==> src/include/merge_defines.svh <==
// stream merger build constants
// port count, payload width, FIFO depth and APB address width

`ifndef MERGE_DEFINES_SVH
`define MERGE_DEFINES_SVH

// number of upstream input ports
`define MERGE_NUM_PORTS 4

// payload width of one stream word
`define MERGE_DATA_W 32

// entries in each per-port FIFO
`define MERGE_FIFO_DEPTH 4

// APB address width seen by the register block
`define MERGE_APB_AW 8

`endif
==> src/hw/merge_data_pkg.sv <==
// data-side types of the stream merger
// payload word, source index, beat counter and the merged output beat

`include "merge_defines.svh"

package merge_data_pkg;

  // one stream word
  typedef logic [`MERGE_DATA_W-1:0] payload_t;

  // index of the source port a beat came from
  typedef logic [$clog2(`MERGE_NUM_PORTS)-1:0] port_idx_t;

  // per-port beat counter, saturates at all ones
  typedef logic [15:0] beat_cnt_t;

  // merged output beat
  // data sits in the upper bits, source tag in the low bits
  typedef struct packed {
    payload_t  data;
    port_idx_t src;
  } out_beat_t;

endpackage

==> src/hw/merge_cfg_pkg.sv <==
// control-side types of the stream merger
// APB address type, register map offsets and the control word

`include "merge_defines.svh"

package merge_cfg_pkg;

  // byte address on the APB bus
  typedef logic [`MERGE_APB_AW-1:0] apb_addr_t;

  // control word, global enable plus one enable bit per port
  typedef struct packed {
    logic [`MERGE_NUM_PORTS-1:0] port_en;
    logic                        en;
  } merge_ctrl_t;

  //////////////////////////////////////////////////////////////////////
  // register map
  //////////////////////////////////////////////////////////////////////
  localparam apb_addr_t REG_CTRL   = 8'h00;
  localparam apb_addr_t REG_FLUSH  = 8'h04;
  localparam apb_addr_t REG_STATUS = 8'h08;
  // per-port beat counters, read only
  localparam apb_addr_t REG_CNT0   = 8'h10;
  localparam apb_addr_t REG_CNT1   = 8'h14;
  localparam apb_addr_t REG_CNT2   = 8'h18;
  localparam apb_addr_t REG_CNT3   = 8'h1C;

endpackage

==> src/hw/stream_merge_top.sv <==
// four-port stream merger with APB control
// per-port FIFOs feed a round-robin tree onto one tagged output stream

`timescale 1ns/100ps
`include "merge_defines.svh"

module stream_merge_top (
  input  logic                                            clk_i,
  input  logic                                            rst_ni,
  // APB slave
  input  logic                                            psel_i,
  input  logic                                            penable_i,
  input  logic                                            pwrite_i,
  input  merge_cfg_pkg::apb_addr_t                        paddr_i,
  input  logic [31:0]                                     pwdata_i,
  output logic [31:0]                                     prdata_o,
  output logic                                            pready_o,
  output logic                                            pslverr_o,
  // input streams
  input  logic [`MERGE_NUM_PORTS-1:0]                     in_valid_i,
  input  merge_data_pkg::payload_t [`MERGE_NUM_PORTS-1:0] in_data_i,
  output logic [`MERGE_NUM_PORTS-1:0]                     in_ready_o,
  // merged output
  output logic                                            out_valid_o,
  output merge_data_pkg::out_beat_t                       out_beat_o,
  input  logic                                            out_ready_i
);
  import merge_cfg_pkg::*;
  import merge_data_pkg::*;

  merge_ctrl_t                      ctrl;
  logic                             flush;
  logic [`MERGE_NUM_PORTS-1:0]      fifo_en;
  logic [`MERGE_NUM_PORTS-1:0]      fifo_req;
  logic [`MERGE_NUM_PORTS-1:0]      fifo_gnt;
  logic [`MERGE_NUM_PORTS-1:0]      fifo_nempty;
  payload_t [`MERGE_NUM_PORTS-1:0]  fifo_data;
  payload_t                         arb_data;
  port_idx_t                        arb_idx;

  // port enable is the global bit and the port's mask bit
  assign fifo_en = ctrl.port_en & {`MERGE_NUM_PORTS{ctrl.en}};

  for (genvar i = 0; i < `MERGE_NUM_PORTS; i++) begin : gen_port
    port_fifo #(
      .Depth (`MERGE_FIFO_DEPTH)
    ) u_fifo (
      .clk_i      (clk_i),
      .rst_ni     (rst_ni),
      .flush_i    (flush),
      .en_i       (fifo_en[i]),
      .in_valid_i (in_valid_i[i]),
      .in_data_i  (in_data_i[i]),
      .in_ready_o (in_ready_o[i]),
      .req_o      (fifo_req[i]),
      .data_o     (fifo_data[i]),
      .gnt_i      (fifo_gnt[i]),
      .nempty_o   (fifo_nempty[i])
    );
  end

  rr_arb_tree #(
    .NumIn    (`MERGE_NUM_PORTS),
    .DataType (payload_t),
    .LockIn   (1'b1)
  ) u_arb (
    .clk_i   (clk_i),
    .rst_ni  (rst_ni),
    .flush_i (flush),
    .req_i   (fifo_req),
    .gnt_o   (fifo_gnt),
    .data_i  (fifo_data),
    .req_o   (out_valid_o),
    .gnt_i   (out_ready_i),
    .data_o  (arb_data),
    .idx_o   (arb_idx)
  );

  // winning index becomes the source tag
  assign out_beat_o = '{data: arb_data, src: arb_idx};

  merge_ctrl_regs u_regs (
    .clk_i         (clk_i),
    .rst_ni        (rst_ni),
    .psel_i        (psel_i),
    .penable_i     (penable_i),
    .pwrite_i      (pwrite_i),
    .paddr_i       (paddr_i),
    .pwdata_i      (pwdata_i),
    .prdata_o      (prdata_o),
    .pready_o      (pready_o),
    .pslverr_o     (pslverr_o),
    .fifo_nempty_i (fifo_nempty),
    .port_gnt_i    (fifo_gnt),
    .ctrl_o        (ctrl),
    .flush_o       (flush)
  );

endmodule

==> src/hw/merge_ctrl_regs.sv <==
// APB register block of the stream merger
// control word, flush pulse, FIFO status and saturating beat counters
// no wait states, pslverr on unmapped or read-only writes

`timescale 1ns/100ps
`include "merge_defines.svh"

module merge_ctrl_regs (
  input  logic                         clk_i,
  input  logic                         rst_ni,
  // APB slave
  input  logic                         psel_i,
  input  logic                         penable_i,
  input  logic                         pwrite_i,
  input  merge_cfg_pkg::apb_addr_t     paddr_i,
  input  logic [31:0]                  pwdata_i,
  output logic [31:0]                  prdata_o,
  output logic                         pready_o,
  output logic                         pslverr_o,
  // datapath observation
  input  logic [`MERGE_NUM_PORTS-1:0]  fifo_nempty_i,
  input  logic [`MERGE_NUM_PORTS-1:0]  port_gnt_i,
  // control outputs
  output merge_cfg_pkg::merge_ctrl_t   ctrl_o,
  output logic                         flush_o
);
  import merge_cfg_pkg::*;
  import merge_data_pkg::*;

  merge_ctrl_t                       ctrl_q;
  logic                              flush_q;
  beat_cnt_t [`MERGE_NUM_PORTS-1:0]  cnt_q;
  logic                              access;
  logic                              wr_en;
  logic                              addr_hit;
  logic                              addr_ro;

  assign pready_o  = 1'b1;
  assign access    = psel_i & penable_i;
  assign pslverr_o = access & (~addr_hit | (pwrite_i & addr_ro));
  // rejected writes leave the registers alone
  assign wr_en     = access & pwrite_i & ~pslverr_o;
  assign ctrl_o    = ctrl_q;
  assign flush_o   = flush_q;

  //////////////////////////////////////////////////////////////////////
  // address decode and read mux
  //////////////////////////////////////////////////////////////////////
  always_comb begin
    prdata_o = '0;
    addr_hit = 1'b1;
    addr_ro  = 1'b0;
    case (paddr_i)
      REG_CTRL: begin
        prdata_o[0]                      = ctrl_q.en;
        prdata_o[4 +: `MERGE_NUM_PORTS]  = ctrl_q.port_en;
      end
      // write only, reads back as zero
      REG_FLUSH: prdata_o = '0;
      REG_STATUS: begin
        prdata_o[`MERGE_NUM_PORTS-1:0] = fifo_nempty_i;
        addr_ro                        = 1'b1;
      end
      REG_CNT0: begin
        prdata_o = 32'(cnt_q[0]);
        addr_ro  = 1'b1;
      end
      REG_CNT1: begin
        prdata_o = 32'(cnt_q[1]);
        addr_ro  = 1'b1;
      end
      REG_CNT2: begin
        prdata_o = 32'(cnt_q[2]);
        addr_ro  = 1'b1;
      end
      REG_CNT3: begin
        prdata_o = 32'(cnt_q[3]);
        addr_ro  = 1'b1;
      end
      default: addr_hit = 1'b0;
    endcase
  end

  //////////////////////////////////////////////////////////////////////
  // control word and flush pulse
  //////////////////////////////////////////////////////////////////////
  always_ff @(posedge clk_i or negedge rst_ni) begin
    if (!rst_ni) begin
      ctrl_q  <= '0;
      flush_q <= 1'b0;
    end else begin
      if (wr_en && paddr_i == REG_CTRL) begin
        ctrl_q.en      <= pwdata_i[0];
        ctrl_q.port_en <= pwdata_i[4 +: `MERGE_NUM_PORTS];
      end
      // single cycle, the next access cannot follow back to back
      flush_q <= wr_en && (paddr_i == REG_FLUSH) && pwdata_i[0];
    end
  end

  // beat counters, stick at all ones, cleared by flush
  always_ff @(posedge clk_i or negedge rst_ni) begin
    if (!rst_ni) begin
      cnt_q <= '0;
    end else begin
      for (int i = 0; i < `MERGE_NUM_PORTS; i++) begin
        if (flush_q) begin
          cnt_q[i] <= '0;
        end else if (port_gnt_i[i] && cnt_q[i] != '1) begin
          cnt_q[i] <= cnt_q[i] + 1'b1;
        end
      end
    end
  end

  a_flush_pulse : assert property (@(posedge clk_i) disable iff (!rst_ni)
    flush_o |=> !flush_o)
    else $error("merge_ctrl_regs flush longer than one cycle");

endmodule

==> src/hw/rr_arb_tree.sv <==
// logarithmic round-robin arbitration tree
// a rotating pointer steers each level of two-input selectors
// LockIn holds the decision while the output is stalled

`timescale 1ns/100ps

module rr_arb_tree #(
  parameter int unsigned NumIn    = 4,
  parameter type         DataType = logic [31:0],
  parameter bit          LockIn   = 1'b1
) (
  input  logic                     clk_i,
  input  logic                     rst_ni,
  input  logic                     flush_i,
  // requesters
  input  logic [NumIn-1:0]         req_i,
  output logic [NumIn-1:0]         gnt_o,
  input  DataType [NumIn-1:0]      data_i,
  // arbitrated output
  output logic                     req_o,
  input  logic                     gnt_i,
  output DataType                  data_o,
  output logic [$clog2(NumIn)-1:0] idx_o
);

  localparam int unsigned NumLevels = $clog2(NumIn);
  localparam int unsigned NumNodes  = 2**NumLevels - 1;

  // node 0 is the root, children of node n sit at 2n+1 and 2n+2
  logic [NumNodes-1:0][NumLevels-1:0] index_nodes;
  DataType [NumNodes-1:0]             data_nodes;
  logic [NumNodes-1:0]                gnt_nodes;
  logic [NumNodes-1:0]                req_nodes;
  logic [NumLevels-1:0]               rr_q;
  logic [NumLevels-1:0]               rr_d;
  // requests as seen by the tree, frozen while locked
  logic [NumIn-1:0]                   req_d;

  assign req_o        = req_nodes[0];
  assign data_o       = data_nodes[0];
  assign idx_o        = index_nodes[0];
  assign gnt_nodes[0] = gnt_i;

  //////////////////////////////////////////////////////////////////////
  // rotation pointer and lock
  //////////////////////////////////////////////////////////////////////

  // one step per output handshake, wraps at NumIn
  assign rr_d = (req_o && gnt_i) ?
                ((rr_q == NumLevels'(NumIn - 1)) ? '0 : rr_q + 1'b1) : rr_q;

  always_ff @(posedge clk_i or negedge rst_ni) begin
    if (!rst_ni) begin
      rr_q <= '0;
    end else if (flush_i) begin
      rr_q <= '0;
    end else begin
      rr_q <= rr_d;
    end
  end

  if (LockIn) begin : gen_lock
    logic             lock_q;
    logic [NumIn-1:0] req_q;

    assign req_d = lock_q ? req_q : req_i;

    // stalled output keeps the snapshot of requests that won
    always_ff @(posedge clk_i or negedge rst_ni) begin
      if (!rst_ni) begin
        lock_q <= 1'b0;
        req_q  <= '0;
      end else if (flush_i) begin
        lock_q <= 1'b0;
        req_q  <= '0;
      end else begin
        lock_q <= req_o & ~gnt_i;
        req_q  <= req_d;
      end
    end

    a_lock_idx : assert property (@(posedge clk_i) disable iff (!rst_ni || flush_i)
      req_o && !gnt_i |=> idx_o == $past(idx_o))
      else $error("rr_arb_tree decision changed under lock");
  end else begin : gen_no_lock
    assign req_d = req_i;
  end

  //////////////////////////////////////////////////////////////////////
  // selector tree
  //////////////////////////////////////////////////////////////////////
  for (genvar level = 0; level < NumLevels; level++) begin : gen_levels
    for (genvar l = 0; l < 2**level; l++) begin : gen_nodes
      localparam int unsigned Node  = 2**level - 1 + l;
      localparam int unsigned Child = 2**(level + 1) - 1 + 2 * l;
      logic sel;

      if (level == NumLevels - 1) begin : gen_leaf
        // leaf level reads the inputs directly
        if (2 * l < NumIn - 1) begin : gen_pair
          assign req_nodes[Node]   = req_d[2*l] | req_d[2*l+1];
          // take the odd input when the even one is idle or the pointer says so
          assign sel               = ~req_d[2*l] | (req_d[2*l+1] & rr_q[0]);
          assign index_nodes[Node] = NumLevels'(sel);
          assign data_nodes[Node]  = sel ? data_i[2*l+1] : data_i[2*l];
          assign gnt_o[2*l]        = gnt_nodes[Node] & req_d[2*l] & ~sel;
          assign gnt_o[2*l+1]      = gnt_nodes[Node] & req_d[2*l+1] & sel;
        end else if (2 * l == NumIn - 1) begin : gen_single
          // odd input count, last leaf has one input
          assign sel               = 1'b0;
          assign req_nodes[Node]   = req_d[2*l];
          assign index_nodes[Node] = '0;
          assign data_nodes[Node]  = data_i[2*l];
          assign gnt_o[2*l]        = gnt_nodes[Node] & req_d[2*l];
        end else begin : gen_empty
          assign sel               = 1'b0;
          assign req_nodes[Node]   = 1'b0;
          assign index_nodes[Node] = '0;
          assign data_nodes[Node]  = '0;
        end
      end else begin : gen_inner
        localparam int unsigned Lsb = NumLevels - level - 2;

        assign req_nodes[Node]   = req_nodes[Child] | req_nodes[Child+1];
        // higher levels use the higher pointer bits
        assign sel               = ~req_nodes[Child] |
                                   (req_nodes[Child+1] & rr_q[NumLevels-1-level]);
        assign index_nodes[Node] = sel ?
          NumLevels'({1'b1, index_nodes[Child+1][Lsb:0]}) :
          NumLevels'({1'b0, index_nodes[Child][Lsb:0]});
        assign data_nodes[Node]  = sel ? data_nodes[Child+1] : data_nodes[Child];
        assign gnt_nodes[Child]   = gnt_nodes[Node] & ~sel;
        assign gnt_nodes[Child+1] = gnt_nodes[Node] & sel;
      end
    end
  end

  // at most one winner
  a_onehot_gnt : assert property (@(posedge clk_i) disable iff (!rst_ni || flush_i)
    $onehot0(gnt_o))
    else $error("rr_arb_tree grant not one-hot");

  // no input grant without the downstream taking the beat
  a_gnt_in : assert property (@(posedge clk_i) disable iff (!rst_ni || flush_i)
    |gnt_o |-> gnt_i)
    else $error("rr_arb_tree grant without gnt_i");

endmodule

==> src/hw/port_fifo.sv <==
// per-port input FIFO of the stream merger
// valid/ready on the write side, req/gnt towards the arbiter
// en_i only masks the request, buffered words stay put

`timescale 1ns/100ps
`include "merge_defines.svh"

module port_fifo #(
  parameter int unsigned Depth = `MERGE_FIFO_DEPTH
) (
  input  logic                     clk_i,
  input  logic                     rst_ni,
  input  logic                     flush_i,
  input  logic                     en_i,
  // upstream source
  input  logic                     in_valid_i,
  input  merge_data_pkg::payload_t in_data_i,
  output logic                     in_ready_o,
  // towards the arbiter
  output logic                     req_o,
  output merge_data_pkg::payload_t data_o,
  input  logic                     gnt_i,
  output logic                     nempty_o
);
  import merge_data_pkg::*;

  localparam int unsigned PtrW = (Depth > 1) ? $clog2(Depth) : 1;
  localparam int unsigned CntW = $clog2(Depth + 1);

  payload_t        mem_q [Depth];
  logic [PtrW-1:0] wr_ptr_q;
  logic [PtrW-1:0] rd_ptr_q;
  logic [CntW-1:0] cnt_q;
  logic            full;
  logic            push;
  logic            pop;

  assign full       = (cnt_q == CntW'(Depth));
  assign nempty_o   = (cnt_q != '0);
  // ready only looks at the fill level, never at the enables
  assign in_ready_o = ~full;
  assign req_o      = nempty_o & en_i;
  assign data_o     = mem_q[rd_ptr_q];
  assign push       = in_valid_i & ~full;
  assign pop        = gnt_i & nempty_o;

  // storage
  always_ff @(posedge clk_i) begin
    if (push) begin
      mem_q[wr_ptr_q] <= in_data_i;
    end
  end

  // pointers and fill count, flush drops everything
  always_ff @(posedge clk_i or negedge rst_ni) begin
    if (!rst_ni) begin
      wr_ptr_q <= '0;
      rd_ptr_q <= '0;
      cnt_q    <= '0;
    end else if (flush_i) begin
      wr_ptr_q <= '0;
      rd_ptr_q <= '0;
      cnt_q    <= '0;
    end else begin
      if (push) begin
        wr_ptr_q <= (wr_ptr_q == PtrW'(Depth - 1)) ? '0 : wr_ptr_q + 1'b1;
      end
      if (pop) begin
        rd_ptr_q <= (rd_ptr_q == PtrW'(Depth - 1)) ? '0 : rd_ptr_q + 1'b1;
      end
      case ({push, pop})
        2'b10:   cnt_q <= cnt_q + 1'b1;
        2'b01:   cnt_q <= cnt_q - 1'b1;
        default: cnt_q <= cnt_q;
      endcase
    end
  end

  // a write never lands on a slot that still holds an unread word
  a_no_push_full : assert property (@(posedge clk_i) disable iff (!rst_ni)
    push |-> !((wr_ptr_q == rd_ptr_q) && (cnt_q != '0)))
    else $error("port_fifo push into a full buffer");

  // arbiter only grants a port that is requesting
  a_gnt_needs_req : assert property (@(posedge clk_i) disable iff (!rst_ni || flush_i)
    gnt_i |-> req_o)
    else $error("port_fifo grant without request");

endmodule

==> config.mk <==
export PLATFORM = sky130hd
export DESIGN_NAME = stream_merge_top
export DESIGN_NICKNAME = d
export VERILOG_FILES = /design/src/hw/merge_data_pkg.sv /design/src/hw/merge_cfg_pkg.sv /design/src/hw/stream_merge_top.sv /design/src/hw/merge_ctrl_regs.sv /design/src/hw/rr_arb_tree.sv /design/src/hw/port_fifo.sv
export VERILOG_INCLUDE_DIRS = /design/src /design/src/include
export SDC_FILE = /design/constraint.sdc
export NUM_CORES = 1
export LEC_CHECK = 0
export BUFFER_PORTS_ARGS = -buffer_cell sky130_fd_sc_hd__buf_2
export CAP_MARGIN = 40
export CORE_ASPECT_RATIO = 0.8
export CORE_UTILIZATION = 45
export CTS_CLUSTER_DIAMETER = 30
export DETAILED_ROUTE_END_ITERATION = 8
export GPL_TIMING_DRIVEN = 0
export PLACE_DENSITY = 0.75
export SYNTH_ARGS = -nofsm -noshare
export SYNTH_HDL_FRONTEND = slang
export SYNTH_HIERARCHICAL = 1
export SYNTH_SLANG_ARGS = --single-unit
==> constraint.sdc <==
create_clock -name clk_i -period 5 [get_ports clk_i]
set_input_delay 0.5 -clock clk_i [delete_from_list [all_inputs] [get_ports clk_i]]
set_output_delay 0.5 -clock clk_i [all_outputs]
set_load 0.02 [all_outputs]
==> impl_metrics.tcl <==
set metrics [dict create \
    status "finished, final reports clean" \
    cts_resized 0 \
    drv_slew 0 \
    path_max_fanout 10 \
    rsz0062_at_grt "false" \
    slowest_delay_ns 0.63 \
    worst_slack_ns 0.4747 \
    routed_wl_microns 68250 \
    place_area_sq_um 29760 \
    overflow 0 \
    cp_cell_sequence "buf_2, or3_1, and2_1, nor2b_1, a32oi_2, inv_1, nor4b_1, buf_2, o31ai_2, a21oi_1, fa_1, nor3_1, o211ai_1, a41oi_1" \
    async_flop_share_pct 17.02 \
    cts_tree "built" \
    io_buffer_count 205 \
    dpl.hpwl_microns 46330 \
    crit_buf_inv 3 \
    ys.flop_type "edfxtp_1" \
    coreArea_sq_um 59760 \
    start_util_pct 45.70 \
    area_growth_pct 22.51 \
    worst_pin_slew_ns 0.8320 \
    drive_above_1_share_pct 33.16 \
    synth_seq_area_share_pct 65.92 \
    grt_start_max_net_pins 77 \
    synth_commonest_cells "512 x edfxtp_1, 137 x mux2i_1, 129 x mux4_2, 105 x dfrtp_1, 71 x a21oi_1" \
    power_frac_seq_pct 41.1 \
    ys_types 94 \
    max_freq_mhz 221.0 \
    drt_iter0_drc 1509 \
    clock_latency_ns 0.66 \
    antenna_found_initial 25 \
    p_leak_nw 12.37 \
    fp.dieH_microns 222.3 \
    synth_edf_count 512 \
    ir_drop_uv 458.4 \
    crit_type "flip-flop to flip-flop" \
    clk_pin_slew_ns 0.05 \
    synth_top_area_share_pct 56.30 \
    synth.most_common_cell "edfxtp_1" \
    powerDensity_nw_per_um2 482.2 \
    start_kind "flip-flop" \
    crit_top_cell "buf_2" \
    endpoint_kind "flip-flop" \
    design.die.area_sq_um 61680 \
    p_sw_share_pct 25.96 \
    nets 2174 \
    layout_min_cycle_time_ns 4.525 \
    holdCritPathClass "primary input to flip-flop" \
    slowest_stage "a32oi_2" \
    final_hold_viol_count 0 \
    worstPathArrival_ns 4.94 \
    antenna_left 0 \
    place_congestion 0.8868 \
    final.setup.tns_ns 0 \
    routedWlPerCell_microns 23.97 \
    syn_area_per_cell_sq_um 16.78 \
    clock_sinks 617 \
    yosys-top-cells-area "edfxtp_1 56%, mux4_2 11%, dfrtp_1 9.6%" \
    intPower_mw 11.95 \
    ys_warn_count 6 \
    num_vias 16380 \
    grt_pass1_vias 16580 \
    cap_violations 0 \
    synthesis.area_sq_um 27310 \
    htreeDepth 3 \
    clock_path_buffers 3 \
    finalCritPeriodShare_pct 90.51 \
    p_comb_share_pct 13.6 \
    pre_cts_slack_ns 0.4975 \
    slew_headroom_pct 44.53 \
    chipWidth_microns 277.4 \
    postCtsSetupRepairBufs 0 \
    critPathRequiredTime_ns 5.41 \
    cpLargestDelayFamily "simple AND/OR/NAND/NOR gates" \
    cts_made_buffers 101 \
    ctsRootBufferMaster "clkbuf_16" \
    grt_pass1_wl_microns 102300 \
    ys_ff_latch 617 \
    synth_largest_area_cell "edfxtp_1" \
    pin_count 251 \
    syn_inst 1627 \
    final_area_sq_um 33460 \
    setup_viol 0 \
    vias_per_cell 5.752 \
    grt_util_all_layers_pct 22.18 \
    drc 0 \
    num_rows 80 \
    p_sw_mw 4.188 \
    first_pass_iters 5 \
    pwr-share-clk_pct 45.3 \
    finClkSkew_ns 0.07716 \
]
registers in the layout, summed over array words and instances, names as in the netlist:
register,cells
gen_port.u_fifo/cnt_q,12
gen_port.u_fifo/mem_q,512
gen_port.u_fifo/rd_ptr_q,8
gen_port.u_fifo/wr_ptr_q,8
u_arb/gen_lock.lock_q,1
u_arb/gen_lock.req_q,4
u_arb/rr_q,2
u_regs/cnt_q,64
u_regs/ctrl_o,5
u_regs/flush_o,1
power by group through the flow:
stage | logic, mW | clock network [mW] | registers [mW]
after floorplan | 1.32 | 0 | 6.65
after global placement | 1.94 | 0 | 6.70
after detailed placement | 2.19 | 0 | 6.72
after CTS | 2.21 | 7.39 | 6.64
after global routing | 2.36 | 7.61 | 6.69
final | 2.19 | 7.30 | 6.64
layout by cell type (no fill, tap or decap), types with 13 or more instances in the layout:
master	n
a21oi_1	71
and3_1	16
and3_2	16
buf_12	19
buf_2	236
buf_4	33
buf_6	18
bufinv_16	18
clkbuf_1	26
clkbuf_16	101
clkinv_2	15
clkinv_4	13
conb_1	17
dfrtp_1	104
edfxtp_1	512
ha_1	23
inv_1	29
mux2i_1	137
mux4_2	129
nand2_1	46
nand2b_1	15
nand3_1	41
nand4_1	13
nor2_1	47
nor3_1	22
o21ai_0	21
o22ai_1	17
o31ai_1	13
or3_1	23
or4_1	17
cell families (layout without fill, tap and decap cells):
logic type | count (synthesis) | count (layout) | share of synthesized area (%)
other cells | 2 | 28 | 0.02750
fa+ha+maj | 27 | 27 | 1.347
xor+xnor | 9 | 9 | 0.2887
compound gates | 199 | 199 | 5.104
mux | 283 | 283 | 16.36
buf+inv | 142 | 557 | 3.322
simple gates | 348 | 348 | 7.629
flops | 617 | 617 | 65.92
timing repair:
item / CTS / global route
hold buffers: 1 / 0
setup endpoints to repair: 0 / 0
hold endpoints to repair: 29 / 0
worst paths after layout:
path / from / cells after the start / endpoint / slack (ns)
max: gen_port[2].u_fifo/cnt_q[1]$_DFFE_PN0P_ / 14 / gen_port[3].u_fifo/cnt_q[2]$_DFFE_PN0P_ / 0.47
min: in_data_i[117] / 1 / gen_port[3].u_fifo/mem_q[2][21]$_DFFE_PP_ / 0.05
max reg2reg: gen_port[2].u_fifo/cnt_q[1]$_DFFE_PN0P_ / 14 / gen_port[3].u_fifo/cnt_q[2]$_DFFE_PN0P_ / 0.47
min reg2reg: u_regs/ctrl_o[1]$_DFFE_PN0P_ / 1 / u_regs/ctrl_o[1]$_DFFE_PN0P_ / 0.54
max in group asynchronous: rst_ni / 3 / gen_port[3].u_fifo/cnt_q[1]$_DFFE_PN0P_ / 3.90
min in group asynchronous: rst_ni / 2 / u_regs/cnt_q[47]$_DFFE_PN0P_ / 0.29
per-stage QoR:
stage / utilization [%] / hold slack [ns] / std cells / total power [mW]
finish: 55.99 / 0.05235 / 2847 / 16.13
global placement: 49.14 / 0.5256 / 2626 / 8.644
floorplan: - / 0.2044 / 1642 / 7.976
CTS: 55.94 / 0.02275 / 2836 / 16.24
global route: 55.97 / 0.02310 / 2842 / 16.67
detailed placement: 49.81 / 0.3982 / 2644 / 8.908
layer usage:
| layer | track usage (%) | routed length [microns] | up-vias |
|---|---|---|---|
| li1 | - | - | 7241 |
| met1 | 28.64 | 27560 | 8342 |
| met2 | 36.84 | 33740 | 658 |
| met3 | 6.015 | 5453 | 117 |
| met4 | 6.254 | 1384 | 18 |
| met5 | 0 | 122 | - |
cell type report:
| cell class | count | area (sq um) |
|---|---|---|
| Antenna cell | 11 | 27.53 |
| Buffer | 111 | 790.8 |
| Clock buffer | 109 | 2577 |
| Clock inverter | 82 | 1077 |
| Fill cell | 4496 | 26300 |
| Inverter | 31 | 116.4 |
| Multi-Input combinational cell | 883 | 8476 |
| Sequential cell | 617 | 18000 |
| Tap cell | 779 | 974.7 |
| Timing Repair Buffer | 224 | 1413 |
(Power assumes the default switching activity.)
